--- config.mk ---
export PLATFORM = sky130hd
export DESIGN_NAME = memCtrl
export DESIGN_NICKNAME = d
export VERILOG_FILES = /design/src/design/memPkg.sv /design/src/design/memByteEngine.sv /design/src/design/memCtrl.sv /design/src/design/memReqArbiter.sv /design/src/design/memRespPacker.sv
export SDC_FILE = /design/constraint.sdc
export NUM_CORES = 1
export LEC_CHECK = 0
export BUFFER_PORTS_ARGS = -buffer_cell sky130_fd_sc_hd__clkbuf_2
export CELL_PAD_IN_SITES_DETAIL_PLACEMENT = 0
export CELL_PAD_IN_SITES_GLOBAL_PLACEMENT = 2
export CORE_MARGIN = 2
export CORE_UTILIZATION = 37
export DETAILED_ROUTE_END_ITERATION = 8
export PLACE_DENSITY = 0.82
export SLEW_MARGIN = 20
export SYNTH_ARGS = -nofsm -noshare
export SYNTH_HDL_FRONTEND = slang
export SYNTH_SLANG_ARGS = --single-unit
--- constraint.sdc ---
create_clock -name clk -period 5.8 [get_ports clk]
set_input_delay 0.58 -clock clk [delete_from_list [all_inputs] [get_ports clk]]
set_output_delay 0.58 -clock clk [all_outputs]
set_load 0.02 [all_outputs]
--- src/design/memPkg.sv ---
`default_nettype none

package memPkg;

    // bus widths
    localparam int ADDR_W = 32;
    localparam int WORD_W = 32;
    localparam int BYTE_W = 8;
    localparam int BEAT_W = 2;

    // bytes in a full word
    localparam int WORD_BYTES = WORD_W / BYTE_W;

    // access length of a request
    typedef enum logic [1:0] {
        LEN_BYTE = 2'd0,
        LEN_HALF = 2'd1,
        LEN_WORD = 2'd2
    } lenSel_t;

    // data port request
    typedef struct packed {
        logic [ADDR_W-1:0] addr;
        logic [WORD_W-1:0] wdata;
        lenSel_t           len;
        logic              isWrite;
    } dataCmd_t;

    // request granted by the arbiter
    typedef struct packed {
        logic [ADDR_W-1:0] addr;
        logic [WORD_W-1:0] wdata;
        lenSel_t           len;
        logic              isWrite;
        logic              isFetch;
    } memReq_t;

    // byte-wide RAM port
    typedef struct packed {
        logic [ADDR_W-1:0] addr;
        logic [BYTE_W-1:0] wdata;
        logic              write;
    } memPort_t;

    // one byte step, engine to packer
    typedef struct packed {
        logic              valid;
        logic [BEAT_W-1:0] idx;
        logic              last;
        logic              isWrite;
    } beat_t;

endpackage

`default_nettype wire

--- src/design/memByteEngine.sv ---
`timescale 1ns/1ps
`default_nettype none

module memByteEngine
    import memPkg::*;
(
    input  logic     clk,
    input  logic     rst,
    input  logic     i_ioFull,
    input  logic     i_start,
    input  memReq_t  i_grant,
    output memPort_t o_memPort,
    output beat_t    o_beat
);

    logic              busy;
    logic [BEAT_W-1:0] idxQ;
    logic [BEAT_W-1:0] curIdx;
    logic [BEAT_W-1:0] lastIdx;
    logic              active;
    logic              isLast;

    // length code to index of the final byte
    always_comb begin
        case (i_grant.len)
            LEN_BYTE: lastIdx = 2'd0;
            LEN_HALF: lastIdx = 2'd1;
            LEN_WORD: lastIdx = BEAT_W'(WORD_BYTES - 1);
            default:  lastIdx = BEAT_W'(WORD_BYTES - 1);
        endcase
    end

    // byte 0 goes out in the start cycle itself
    assign active = busy || i_start;
    assign curIdx = busy ? idxQ : '0;
    assign isLast = (curIdx == lastIdx);

    // RAM port
    // address and data follow held state, so they stay put in a stall
    always_comb begin
        o_memPort.addr  = i_grant.addr + ADDR_W'(curIdx);
        o_memPort.wdata = i_grant.wdata[curIdx*BYTE_W +: BYTE_W];
        o_memPort.write = active && i_grant.isWrite && !i_ioFull;
    end

    // beat note for the packer
    // a store reports only its final byte
    always_comb begin
        o_beat.valid   = active && !i_ioFull && (!i_grant.isWrite || isLast);
        o_beat.idx     = curIdx;
        o_beat.last    = isLast;
        o_beat.isWrite = i_grant.isWrite;
    end

    // byte stepper
    always_ff @(posedge clk) begin
        if (rst) begin
            busy <= 1'b0;
            idxQ <= '0;
        end else if (!i_ioFull && active) begin
            busy <= !isLast;
            idxQ <= curIdx + 1'b1;
        end
    end

endmodule

`default_nettype wire

--- src/design/memCtrl.sv ---
`timescale 1ns/1ps
`default_nettype none

module memCtrl
    import memPkg::*;
(
    input  logic              clk,
    input  logic              rst,
    input  logic              i_ioFull,
    // instruction fetch port
    input  logic              i_fetchReq,
    input  logic [ADDR_W-1:0] i_fetchAddr,
    output logic              o_fetchAck,
    output logic [WORD_W-1:0] o_fetchInst,
    // load and store port
    input  logic              i_dataReq,
    input  dataCmd_t          i_dataCmd,
    output logic              o_dataAck,
    output logic [WORD_W-1:0] o_dataRdata,
    // byte RAM
    input  logic [BYTE_W-1:0] i_memData,
    output memPort_t          o_memPort
);

    memReq_t           grant;
    logic              start;
    logic              done;
    logic [WORD_W-1:0] word;
    beat_t             beat;

    memReqArbiter arb0 (
        .clk         (clk),
        .rst         (rst),
        .i_ioFull    (i_ioFull),
        .i_fetchReq  (i_fetchReq),
        .i_fetchAddr (i_fetchAddr),
        .i_dataReq   (i_dataReq),
        .i_dataCmd   (i_dataCmd),
        .i_done      (done),
        .i_word      (word),
        .o_fetchAck  (o_fetchAck),
        .o_fetchInst (o_fetchInst),
        .o_dataAck   (o_dataAck),
        .o_dataRdata (o_dataRdata),
        .o_grant     (grant),
        .o_start     (start)
    );

    memByteEngine eng0 (
        .clk       (clk),
        .rst       (rst),
        .i_ioFull  (i_ioFull),
        .i_start   (start),
        .i_grant   (grant),
        .o_memPort (o_memPort),
        .o_beat    (beat)
    );

    memRespPacker pack0 (
        .clk       (clk),
        .rst       (rst),
        .i_ioFull  (i_ioFull),
        .i_start   (start),
        .i_beat    (beat),
        .i_memData (i_memData),
        .o_done    (done),
        .o_word    (word)
    );

endmodule

`default_nettype wire

--- src/design/memReqArbiter.sv ---
`timescale 1ns/1ps
`default_nettype none

module memReqArbiter
    import memPkg::*;
(
    input  logic              clk,
    input  logic              rst,
    input  logic              i_ioFull,
    input  logic              i_fetchReq,
    input  logic [ADDR_W-1:0] i_fetchAddr,
    input  logic              i_dataReq,
    input  dataCmd_t          i_dataCmd,
    input  logic              i_done,
    input  logic [WORD_W-1:0] i_word,
    output logic              o_fetchAck,
    output logic [WORD_W-1:0] o_fetchInst,
    output logic              o_dataAck,
    output logic [WORD_W-1:0] o_dataRdata,
    output memReq_t           o_grant,
    output logic              o_start
);

    typedef enum logic [1:0] {
        ST_IDLE,
        ST_BUSY,
        ST_ACK,
        ST_REL
    } arbState_t;

    arbState_t state;
    logic      grantedReq;

    // req line of the port that owns the grant
    assign grantedReq = o_grant.isFetch ? i_fetchReq : i_dataReq;

    always_ff @(posedge clk) begin
        if (rst) begin
            state      <= ST_IDLE;
            o_start    <= 1'b0;
            o_fetchAck <= 1'b0;
            o_dataAck  <= 1'b0;
        end else if (!i_ioFull) begin
            o_start <= 1'b0;
            case (state)
                ST_IDLE: begin
                    if (i_dataReq || i_fetchReq) begin
                        o_start <= 1'b1;
                        state   <= ST_BUSY;
                    end
                end
                ST_BUSY: begin
                    if (i_done) begin
                        if (o_grant.isFetch) begin
                            o_fetchAck <= 1'b1;
                        end else begin
                            o_dataAck <= 1'b1;
                        end
                        state <= ST_ACK;
                    end
                end
                // hold the ack until the requester lets go
                ST_ACK: begin
                    if (!grantedReq) begin
                        o_fetchAck <= 1'b0;
                        o_dataAck  <= 1'b0;
                        state      <= ST_REL;
                    end
                end
                ST_REL: begin
                    state <= ST_IDLE;
                end
                default: begin
                    state <= ST_IDLE;
                end
            endcase
        end
    end

    // granted request and response words
    always_ff @(posedge clk) begin
        if (!i_ioFull) begin
            if (state == ST_IDLE) begin
                // data side wins a tie
                if (i_dataReq) begin
                    o_grant.addr    <= i_dataCmd.addr;
                    o_grant.wdata   <= i_dataCmd.wdata;
                    o_grant.len     <= i_dataCmd.len;
                    o_grant.isWrite <= i_dataCmd.isWrite;
                    o_grant.isFetch <= 1'b0;
                end else if (i_fetchReq) begin
                    o_grant.addr    <= i_fetchAddr;
                    o_grant.wdata   <= '0;
                    o_grant.len     <= LEN_WORD;
                    o_grant.isWrite <= 1'b0;
                    o_grant.isFetch <= 1'b1;
                end
            end
            if (state == ST_BUSY && i_done) begin
                if (o_grant.isFetch) begin
                    o_fetchInst <= i_word;
                end else begin
                    o_dataRdata <= i_word;
                end
            end
        end
    end

endmodule

`default_nettype wire

--- src/design/memRespPacker.sv ---
`timescale 1ns/1ps
`default_nettype none

module memRespPacker
    import memPkg::*;
(
    input  logic              clk,
    input  logic              rst,
    input  logic              i_ioFull,
    input  logic              i_start,
    input  beat_t             i_beat,
    input  logic [BYTE_W-1:0] i_memData,
    output logic              o_done,
    output logic [WORD_W-1:0] o_word
);

    beat_t beatQ;
    logic  fire;

    // delayed beat lines up with the read byte
    assign fire = beatQ.valid && beatQ.last;

    // beats are never valid in a stall, so the delay stage runs every cycle
    // and done is kept up until the arbiter can see it
    always_ff @(posedge clk) begin
        if (rst) begin
            beatQ  <= '0;
            o_done <= 1'b0;
        end else begin
            beatQ  <= i_beat;
            o_done <= fire || (o_done && i_ioFull);
        end
    end

    // assemble the little-endian word
    always_ff @(posedge clk) begin
        if (i_start) begin
            o_word <= '0;
        end else if (beatQ.valid && !beatQ.isWrite) begin
            o_word[beatQ.idx*BYTE_W +: BYTE_W] <= i_memData;
        end
    end

endmodule

`default_nettype wire

After elaboration in Yosys (flattened, before gate mapping)
Index checks and enable logic that the tools add are counted.
Operators by class
  eq/ne operators: 10
  bitwise gates (word level): 2
  divide/modulo/power cells: 0
  shift operators: 3
  reduce and logical (&&, ||, !) cells: 26
  multiplexer cells: 19
  add/subtract/negate cells: 3
  order comparisons: 0
  multipliers: 0
Operators by type and width (count)
  $mux 68: 2
  $neg 5->34: 1
  $shift 8x34->32 const A: 1
  $shiftx 8x34->32: 1
  $add 32x2->32: 1
  $bwmux 32: 1
  $shiftx 32x6->8: 1
  $reduce_and 5->1: 2
  $reduce_and 3->1: 3
  $logic_and 1x1->1: 8
  $mux 1: 8
  $mux 2: 4
  $pmux 2 s4: 1
  $ne 2x1->1 const B: 3
  $eq 2x1->1 const B: 2
  $eq 2x2->1 const B: 2
  $logic_not 1->1: 4
  $logic_not 2->1: 2
  $logic_or 1x1->1: 4
  $ne 2x2->1 const B: 2
  $pmux 1 s2: 2
  $pmux 2 s2: 1
  $reduce_and 4->1: 1
  $reduce_bool 2->1: 2
  3 further kinds: 4
Storage, ports and cells
  bits of input ports: 112
  register bits after elaboration: 178
  memories kept: 0
  bits in writable memories: 0
  output and inout port bits: 107
  logic and storage cells: 82
  latch bits: 0
  ROM bits: 0

Depth between registers and ports, before layout
Gate-level depths: netlist of the first run.
  word-level depth: 5
  depth in mapped cells: 10
  depth with buffers taken out: 8

By module
Synthesis of the first run repeated with hierarchy kept, for this count alone.
Second synthesis, totals
  cells, all modules: 554
  area, all modules: 7479.7 um^2
Modules (own cells, without submodules)
  memReqArbiter: times used 1, sequential area each 4063.9 um^2, cells an instance 244, area an instance 4888.4 um^2
  memRespPacker: times used 1, sequential area each 760.7 um^2, cells an instance 146, area an instance 1477.7 um^2
  memByteEngine: times used 1, sequential area each 60.1 um^2, cells an instance 164, area an instance 1113.6 um^2

Worst setup path before layout of the first run
Ideal clock, no wire load.
  kind: reg-to-output
  start point: register eng0.idxQ[0]
  end point: output o_memPort[35] (netlist bit)
  path buffers: 2
  required time: 5.220 ns
  stages on the path, launching flop included: 11
  arrival: 2.638 ns
  setup slack: 2.582 ns
  path through: dfxtp_1 -> buf_1 -> nand2_1 -> inv_1 -> ha_1 -> ha_1 -> a31oi_4 -> or4_1 -> buf_2 -> nor4_1 -> xor2_1
RTL lines
  from (decl): line memByteEngine.sv:17  | logic [BEAT_W-1:0] idxQ;
  from (signal assigned): line memByteEngine.sv:62  | idxQ <= curIdx + 1'b1;
  to (decl): line memCtrl.sv:22  | output memPort_t o_memPort

==> results.yml, run 1 <==
logic_synthesis:
  synth_seq_cells: 178
  syn-cell-area_sq_um: 7370
  synth_top_area_share: 0.538
  synth.area.top_cells: "edfxtp_1, dfxtp_1, mux2_2"
  synth_cell_types: 44
  synthArstFlopShare: 0
  synth-main-ff-cell: "edfxtp_1"
  synth_edf_count: 132
  yosysMostFrequentCell: "edfxtp_1"
  syn_avg_cell_area_sq_um: 13.9
  synth_top_area_cell: "edfxtp_1"
  syn_nets: 654
  synth_cells: 532
  synth_commonest_cells: "edfxtp_1, nor2_1, dfxtp_1"
  seq_area_frac_synth: 0.663
  ys_warn_count: 0
clock_tree:
  cts.clk_slew.worst_paths_ps: 60
  clockRootBuffer: "clkbuf_16"
  cts_setup_buffers: 0
  cts_tree: "built"
  clockBufferDepth: 2
  cts_buffers: 17
  cts_resized: 0
  numClockSinks: 178
  clk_latency_ps: 430
  htreeDepth: 4
  cts_hold_buf: 0
setup_path:
  crit_arrival_ps: 3480
  critical_path_class: "register to output pin"
  start_kind: "register"
  critPathMaxFanout: 17
  end_kind: "output pin"
  cp.required_ps: 5220
placed_design:
  hpwl_um: 12700
  gp_congestion: 0.787
  io_buffers: 218
  numPlacedInstances: 997
route:
  wl_per_cell_um: 16.4
  first_pass_iters: 5
  drt_iter0_drc: 269
  drc: 0
  ant_nets: 0
  vias: 5027
  avgViaCountPerCell: 4.89
  routed_wl_um: 16900
pwr:
  vdd_drop_max_v: 0.000200
  p_sw_mw: 0.691
  pwr-share-clk: 0.411
  seqPwrFrac: 0.503
  p_per_area_nw_per_um2: 312
  combPwrFrac: 0.086
  sw_frac_of_total: 0.236
  p_int_mw: 2.23
  total_leakage_power_nw: 3.68
timing:
  hold_violations: 0
  whs_ps: 430
  rsz0062_at_grt: "no"
  finClkSkew_ps: 14.8
  fin_tns_setup_ps: 0
  max_slew_margin: 0.379
  tightestPinTransition_ps: 928
  drv_slew: 0
  setup_violations: 0
  clock.fmax_mhz: 246
  fin_crit_ps: 4060
  finalCritPeriodShare: 0.700
die:
  core_sq_um: 19500
  num_rows: 51
  ioPinCount: 219
  dieArea_sq_um: 21100
  die_x_um: 145
  initial_core_util: 0.378
  die_h_um: 145
global_routing:
  grt_max_degree: 70
  grtUsageTotal: 0.164
  grt_pass1_vias: 5161
  grt_antenna_before_repair: 0
  grt_pass1_wl_um: 27100
  grt_overflow: 0
run_status:
  status: "completed"
layout:
  fin_cells: 1029
  syn_to_final_growth_pct: 27.1
  drive_above_1_share: 0.397
  nNetsFinal: 873
  diodes: 0
min_path:
  hp-class: "input port to register"
run:
  cap_violations: 0
cells in the final DEF, fill, tap and decap left out, types with 4 or more instances in the layout:
cell	count
ha_1	10
buf_4	5
dfxtp_1	46
clkbuf_2	218
xor2_1	11
and2_1	39
and3_1	9
mux2_2	41
nor3_1	5
edfxtp_1	132
a21oi_1	5
and4_1	6
nor2_1	48
nor2b_1	5
xnor2_1	20
nand3_1	7
nor4_1	8
a22oi_1	34
nand2_1	12
inv_1	9
a22o_1	16
nand3b_1	5
inv_6	4
nand4_1	12
clkbuf_16	17
cell type report:
class | instances | area (sq um)
clock inverter | 14 | 190
clock buffer | 18 | 429
timing repair buffer | 223 | 1130
inverter | 9 | 33.8
fill | 1794 | 10200
sequential | 178 | 4880
tap | 265 | 332
multi-input combinational | 322 | 2370
per-layer routing:
| layer | wire (um) | GRT usage | part of all wire |
|---|---|---|---|
| met5 | 0 | 0 | 0 |
| met4 | 327 | 0.0676 | 0.019 |
| met3 | 1310 | 0.0550 | 0.078 |
| met2 | 7820 | 0.260 | 0.46 |
| met1 | 7450 | 0.208 | 0.44 |
sequential cells by signal (all words and copies together), names as in the netlist, 2 cells and up:
register	flops
arb0.o_dataRdata	32
arb0.o_fetchInst	32
arb0.o_grant	68
arb0.state	2
eng0.idxQ	2
pack0.beatQ	5
pack0.o_word	32
worst paths after layout:
path                                      start                        endpoint  slack [ps]  depth (start not counted)
setup / recovery         eng0.busy$_SDFFE_PP0P_                   o_memPort[35]        1740                          9
hold / removal                     i_dataCmd[2]   arb0.o_grant[3]$_SDFFCE_PN1P_         430                          2
setup reg to reg      pack0.beatQ[2]$_SDFF_PP0_   pack0.o_word[22]$_SDFFE_PP0P_        3470                          6
hold reg to reg   pack0.o_word[25]$_SDFFE_PP0P_  arb0.o_dataRdata[25]$_DFFE_PP_         460                          0
logic make-up (layout without fill, tap and decap cells):
logic type / count (synthesis) / count (layout) / share of synthesized area
compound gates: 72 / 72 / 0.0759
xor+xnor: 31 / 31 / 0.0368
fa+ha+maj: 10 / 10 / 0.0170
buf+inv: 32 / 264 / 0.0176
flops: 178 / 178 / 0.663
mux: 42 / 42 / 0.0640
simple gates: 167 / 167 / 0.126
per-stage QoR:
| stage | setup WS [ps] | util | power [mW] | instance area [sq um] |
|---|---|---|---|---|
| final | 1740 | 0.480 | 2.92 | 9370 |
| after global placement | 2390 | 0.448 | 1.75 | 8750 |
| after global routing | 1530 | 0.480 | 3.03 | 9370 |
| after floorplan | 2580 | - | 1.64 | 7370 |
| after detailed placement | 2230 | 0.448 | 1.75 | 8750 |
| after CTS | 1750 | 0.480 | 2.95 | 9370 |
worst max-delay path, stage by stage, from the launching register on:
cell	delay, ps
dfxtp_1	740
nand2_1	210
inv_1	130
ha_1	190
ha_1	200
a31oi_4	60
or4_1	700
nor4_1	420
xor2_1	200
clkbuf_2	200
power groups by stage:
stage	Combinational, mW	Sequential (mW)	Clock (mW)
2_1_floorplan	0.160	1.48	0
3_3_place_gp	0.250	1.50	0
3_5_place_dp	0.253	1.50	0
4_1_cts	0.255	1.47	1.23
5_1_grt	0.276	1.48	1.27
6_report	0.251	1.47	1.20
No activity file was read; power rests on OpenSTA's default activity.
==> run 2: changes to the inputs <==
--- a/config.mk
+++ b/config.mk
@@ -5,13 +5,14 @@
 export SDC_FILE = /design/constraint.sdc
 export NUM_CORES = 1
 export LEC_CHECK = 0
+export ABC_AREA = 1
 export BUFFER_PORTS_ARGS = -buffer_cell sky130_fd_sc_hd__clkbuf_2
 export CELL_PAD_IN_SITES_DETAIL_PLACEMENT = 0
 export CELL_PAD_IN_SITES_GLOBAL_PLACEMENT = 2
 export CORE_MARGIN = 2
-export CORE_UTILIZATION = 37
+export CORE_UTILIZATION = 28
 export DETAILED_ROUTE_END_ITERATION = 8
-export PLACE_DENSITY = 0.82
+export PLACE_DENSITY = 0.72
 export SLEW_MARGIN = 20
 export SYNTH_ARGS = -nofsm -noshare
 export SYNTH_HDL_FRONTEND = slang
==> constraint.sdc (replaced) <==
create_clock -name clk -period 3.3 [get_ports clk]
set_input_delay 0.33 -clock clk [delete_from_list [all_inputs] [get_ports clk]]
set_output_delay 0.33 -clock clk [all_outputs]
set_load 0.02 [all_outputs]
==> run 2 against run 1 <==
Global-route usage fell by 2.8 points. Wire length rose by 19%. Power up 77%. Clock power rose by 66%. Via count rose by 20%. Register-to-register slack worse by 2300 ps. Hold slack worse by 270 ps. Sequential power increased by 78%. First-iteration DRC count grew 16%. Non-clock buffer count grew 6. Critical path type unchanged. Critical endpoint is now o_memPort[23].
==> results.yml, run 2 <==
layout:
  nNetsFinal: 1178
  final_cell_area_sq_um: 10000
  syn_to_final_growth_pct: 27.2
  drive_above_1_share: 0.260
  final_cell_mix: "nand2_1, clkbuf_2, edfxtp_1, inv_1, nor2_1"
  final_util: 0.362
  top_register: "arb0.o_grant"
  fillers: 2959
  final_common_cell: "nand2_1"
  diodes: 0
  largest_reg_flops: 68
route:
  routed_wl_um: 20100
  first_pass_iters: 4
  ant_nets: 0
  vias: 6010
  wl_per_cell_um: 13.9
  drt_iter0_drc: 312
  avgViaCountPerCell: 4.15
  drc: 0
global_routing:
  grt_antenna_before_repair: 0
  grt_overflow: 0
  grtUsageTotal: 0.136
  grt_pass1_vias: 5693
  grt_max_degree: 50
  grt_pass1_wl_um: 30400
logic_synthesis:
  synth_cells: 834
  synth-simple-area-share: 0.210
  ys_warn_count: 0
  synth_seq_cells: 178
  synth_top_area_share: 0.502
  synth_top_family_by_area: "simple AND/OR/NAND/NOR gates"
  synthMuxAreaShare: 0
  synth_cell_types: 34
  synth-main-ff-cell: "edfxtp_1"
  synth_top_area_cell: "edfxtp_1"
  synth_edf_count: 132
  syn-cell-area_sq_um: 7900
  synth_compound_area_frac: 0.0708
  syn_avg_cell_area_sq_um: 9.47
  seq_area_frac_synth: 0.619
  synthAdderAreaFrac: 0.0158
  synthArstFlopShare: 0
  synth.area.top_cells: "edfxtp_1, nand2_1, dfxtp_1"
  syn_nets: 956
  yosysMostFrequentCell: "nand2_1"
  synth_commonest_cells: "nand2_1, edfxtp_1, inv_1"
  synth_xor_area_frac: 0.0177
clock_tree:
  clockRootBuffer: "clkbuf_16"
  cts_tree: "built"
  clockBufferDepth: 2
  htreeDepth: 4
  cts_buffers: 17
  cts.clk_slew.worst_paths_ps: 70
  numClockSinks: 178
  cts_hold_buf: 0
  cts_resized: 0
  clk_latency_ps: 420
  cts_setup_buffers: 0
run:
  cap_violations: 0
setup_path:
  critPathMaxFanout: 6
  crit_family: "simple AND/OR/NAND/NOR gates"
  crit_chain: "nand2_1 > clkinv_1 > ha_1 > ha_1 > inv_1 > nand2_2 > nand2_2 > nor2_2 > xor2_1 > clkbuf_2"
  path_buf_inv: 3
  max_stage_delay_ps: 460
  end_kind: "output pin"
  critical_path_class: "register to output pin"
  cp.required_ps: 2970
  start_kind: "register"
  crit_arrival_ps: 2300
  slowest_stage: "dfxtp_1"
die:
  ioPinCount: 219
  core_sq_um: 27800
  initial_core_util: 0.284
  dieArea_sq_um: 29600
  num_rows: 61
  die_x_um: 172
  die_h_um: 172
run_status:
  status: "completed"
timing:
  finClkSkew_ps: 12.3
  drv_slew: 0
  rsz0062_at_grt: "no"
  tightestPinTransition_ps: 664
  max_slew_margin: 0.557
  hold_violations: 0
  fin_tns_setup_ps: 0
  finalCritPeriodShare: 0.797
  setup_violations: 0
  clock.fmax_mhz: 380
  fin_crit_ps: 2630
  setup_ws_ps: 671
pwr:
  seqPwrFrac: 0.508
  vdd_drop_max_v: 0.000336
  p_sw_mw: 1.40
  combPwrFrac: 0.107
  p_per_area_nw_per_um2: 514
  p_int_mw: 3.77
  total_leakage_power_nw: 4.52
  sw_frac_of_total: 0.271
  pwr-share-clk: 0.385
placed_design:
  post-place-ws_ps: 903
  hpwl_um: 15200
  gp_congestion: 0.780
  placed_area_sq_um: 9460
  io_buffers: 218
min_path:
  hp-class: "input port to register"
[run 2: cell count changes after synthesis, sizes merged, moves of 16 or more]
cell	delta
a211oi	+18
a22o	-16
a22oi	-31
a31oi	+18
and2	-38
inv	+100
mux2	-41
nand2	+246
nor2	+53
o21ai	+16
[run 2: power by group through the flow]
stage / clock network, mW / registers (mW) / logic, mW
global route: 2.13 / 2.64 / 0.624
detailed placement: 0 / 2.68 / 0.565
finish: 1.99 / 2.62 / 0.551
floorplan: 0 / 2.65 / 0.339
global placement: 0 / 2.68 / 0.564
CTS: 2.05 / 2.63 / 0.567
[run 2: through the flow]
step	hold slack (ps)	power, mW	std cells
after floorplan	426	2.99	834
after global placement	431	3.24	1415
after detailed placement	436	3.24	1415
after CTS	140	5.24	1447
after global routing	144	5.39	1447
final	163	5.16	1447
[run 2: cell families (layout without fill, tap and decap cells)]
group | count (synthesis) | after routing
buf+inv | 138 | 373
compound gates | 87 | 87
fa+ha+maj | 10 | 10
xor+xnor | 16 | 16
simple gates | 405 | 405
flops | 178 | 178
[run 2: final cells by class]
cell class                 count  area [sq um]  share of cell area
clock inverter                14           141              0.0141
inverter                     112           420              0.0419
timing repair buffer         229          1190               0.118
multi-input combinational    518          2500               0.249
clock buffer                  18           439              0.0437
sequential                   178          4880               0.486
tap                          378           473              0.0471
[run 2: routing by layer]
layer / global-route usage / routed length [um] / vias to the layer above
li1: - / - / 3177
met1: 0.176 / 9260 / 2675
met2: 0.218 / 9310 / 151
met3: 0.0467 / 1370 / 7
met4: 0.0340 / 146 / 0
met5: 0 / 0 / -
[run 2: worst paths after layout]
path	from	end	slack, ps	depth (start not counted)
setup reg to reg	pack0.beatQ[2]$_SDFF_PP0_	pack0.o_word[7]$_SDFFE_PP0P_	1130	8
setup / recovery	eng0.busy$_SDFFE_PP0P_	o_memPort[23]	670	10
hold / removal	i_dataCmd[10]	arb0.o_grant[11]$_SDFFCE_PN0P_	160	3
hold reg to reg	pack0.o_word[22]$_SDFFE_PP0P_	arb0.o_dataRdata[22]$_DFFE_PP_	440	0
[run 2: worst register-to-register path, cell delays in order (launching register included)]
cell	delay (ps)
dfxtp_1	310
buf_4	200
clkinv_1	80
buf_4	210
ha_1	360
nor2_1	470
and3_1	240
o21ai_0	80
a21oi_1	140
==> run 3: changes to the inputs <==
==> constraint.sdc (replaced) <==
create_clock -name clk -period 2.4 [get_ports clk]
set_input_delay 0.24 -clock clk [delete_from_list [all_inputs] [get_ports clk]]
set_output_delay 0.24 -clock clk [all_outputs]
set_load 0.02 [all_outputs]
==> run 3 against run 2 <==
Global-route usage up 0.24 points. Clock power is 42% higher. Count of clock-buffer cells in the layout unchanged. Clock skew hardly changed. Register-to-register slack worse by 470 ps. Largest cell class unchanged.
==> results.yml, run 3 (synthesis gave the netlist of run 2 again) <==
run_status:
  status: "completed"
layout:
  syn_to_final_growth_pct: 30.4
  diodes: 0
  final_util: 0.371
  final_cell_area_sq_um: 10300
  largest_reg_flops: 68
  top_register: "arb0.o_grant"
  final_common_cell: "nand2_1"
  register_area_sq_um: 4890
  fillers: 2954
  drive_above_1_share: 0.284
  nNetsFinal: 1189
  final_cell_mix: "nand2_1, clkbuf_2, edfxtp_1, inv_1, nor2_1"
  multi_input_area_sq_um: 2620
  fin_cells: 1458
route:
  routed_wl_um: 20400
  vias: 6211
  wl_met1_um: 9110
  drt_iter0_drc: 321
  ant_nets: 0
  first_pass_iters: 4
  wl_per_cell_um: 14.0
  avgViaCountPerCell: 4.26
  dr_wl_met2_um: 9510
  wl_met3_um: 1570
  drc: 0
  highest_layer: "met5"
setup_path:
  reg2reg_from: "pack0.beatQ[2]$_SDFF_PP0_"
  start_kind: "register"
  max_stage_delay_ps: 430
  crit_family: "simple AND/OR/NAND/NOR gates"
  crit_chain: "nand2_4 > inv_4 > ha_4 > ha_4 > inv_4 > nand2_8 > nand2_8 > nor2_4 > xor2_1 > clkbuf_2"
  path_buf_inv: 3
  critPathLaunch: "eng0.busy$_SDFFE_PP0P_"
  cp.depth: 10
  critPathMaxFanout: 6
  end_kind: "output pin"
  reg2regPathDepth: 7
  cp.required_ps: 2160
  critical_path_class: "register to output pin"
  slowest_stage: "dfxtp_4"
  crit_arrival_ps: 2030
  r2r_setup_slack_ps: 660
clock_tree:
  numClockSinks: 178
  htreeDepth: 4
  cts_hold_buf: 0
  cts_buffers: 17
  clockBufferDepth: 2
  cts.clk_slew.worst_paths_ps: 70
  clk_latency_ps: 430
  cts_tree: "built"
  clockRootBuffer: "clkbuf_16"
timing:
  fin_crit_ps: 2270
  hold_violations: 0
  max_slew_margin: 0.592
  rsz0062_at_grt: "yes"
  finClkSkew_ps: 12.7
  tightestPinTransition_ps: 610
  setup_violations: 0
  finalCritPeriodShare: 0.945
  drv_slew: 0
  clock.fmax_mhz: 441
placed_design:
  placed_area_sq_um: 9490
  numPlacedInstances: 1418
  io_buffers: 218
  hpwl_um: 15300
  gp_congestion: 0.770
global_routing:
  grt_max_degree: 52
  grtUsageTotal: 0.138
  grt_antenna_before_repair: 1
  grt_pass1_wl_um: 31100
  grt_pass1_vias: 5984
  grt_overflow: 0
min_path:
  hp-class: "input port to register"
  worstHoldStart: "i_dataCmd[9]"
  min_path_cells: 3
die:
  die_h_um: 172
  dieArea_sq_um: 29600
  num_rows: 61
  die_x_um: 172
  ioPinCount: 219
  core_sq_um: 27800
  initial_core_util: 0.284
pwr:
  p_per_area_nw_per_um2: 701
  total_leakage_power_nw: 4.58
  vdd_drop_max_v: 0.000456
run:
  cap_violations: 0
## run 3: cell types whose count changed in the layout (fill, tap and decap cells not counted), sizes merged
| cell | delta |
|---|---|
| bufinv | +1 |
| inv | -2 |
| buf | +15 |
| clkinvlp | +1 |
| clkbuf | -4 |
## run 3: worst paths after layout
path                               endpoint
max reg2reg    pack0.o_word[7]$_SDFFE_PP0P_
min reg2reg         pack0.o_done$_SDFF_PP0_
min          arb0.o_grant[10]$_SDFFCE_PN0P_
max                           o_memPort[17]
## run 3: cell type report
cell class	instances	share of cell area
multi-input combinational	518	0.255
inverter	112	0.0417
timing repair buffer	240	0.124
clock buffer	18	0.0426
tap	378	0.0459
clock inverter	14	0.0162
sequential	178	0.475
## run 3: power breakdown
| part | leakage [nW] | switching (mW) | internal (mW) |
|---|---|---|---|
| Sequential | 1.65 | 0.115 | 3.50 |
| Combinational | 2.63 | 0.498 | 0.279 |
| Clock | 0.294 | 1.32 | 1.51 |
## run 3: repair_timing
item                                    in CTS  in global routing
endpoints found under the setup margin      21                 25
resized for setup                            7                 34
setup buffers                                1                  7
pin swaps                                    1                 11
## run 3: worst register-to-register path: cells and delay by family, from the launching register on
kind	cells	cell delay (ps)
buffers and inverters	2	300
adder cells (fa/ha/maj)	1	380
AND/OR/NAND/NOR	2	210
AO/OA/AOI/OAI	2	380
flip-flops	1	330
## run 3: routing by layer
layer,vias up,track usage
li1,3197,-
met1,2817,0.174
met2,182,0.228
met3,13,0.0455
met4,2,0.0398
met5,-,0
## run 3: per-stage QoR
stage	setup TNS [ps]	power [mW]	hold slack [ps]	setup slack (ps)
3_3_place_gp	0	4.46	434	355
4_1_cts	0	7.29	48.4	1.75
2_1_floorplan	-4240	4.11	413	-66.2
6_report	0	7.22	67.1	131
3_5_place_dp	0	4.45	437	294
5_1_grt	-26.1	7.54	58.9	-20.0
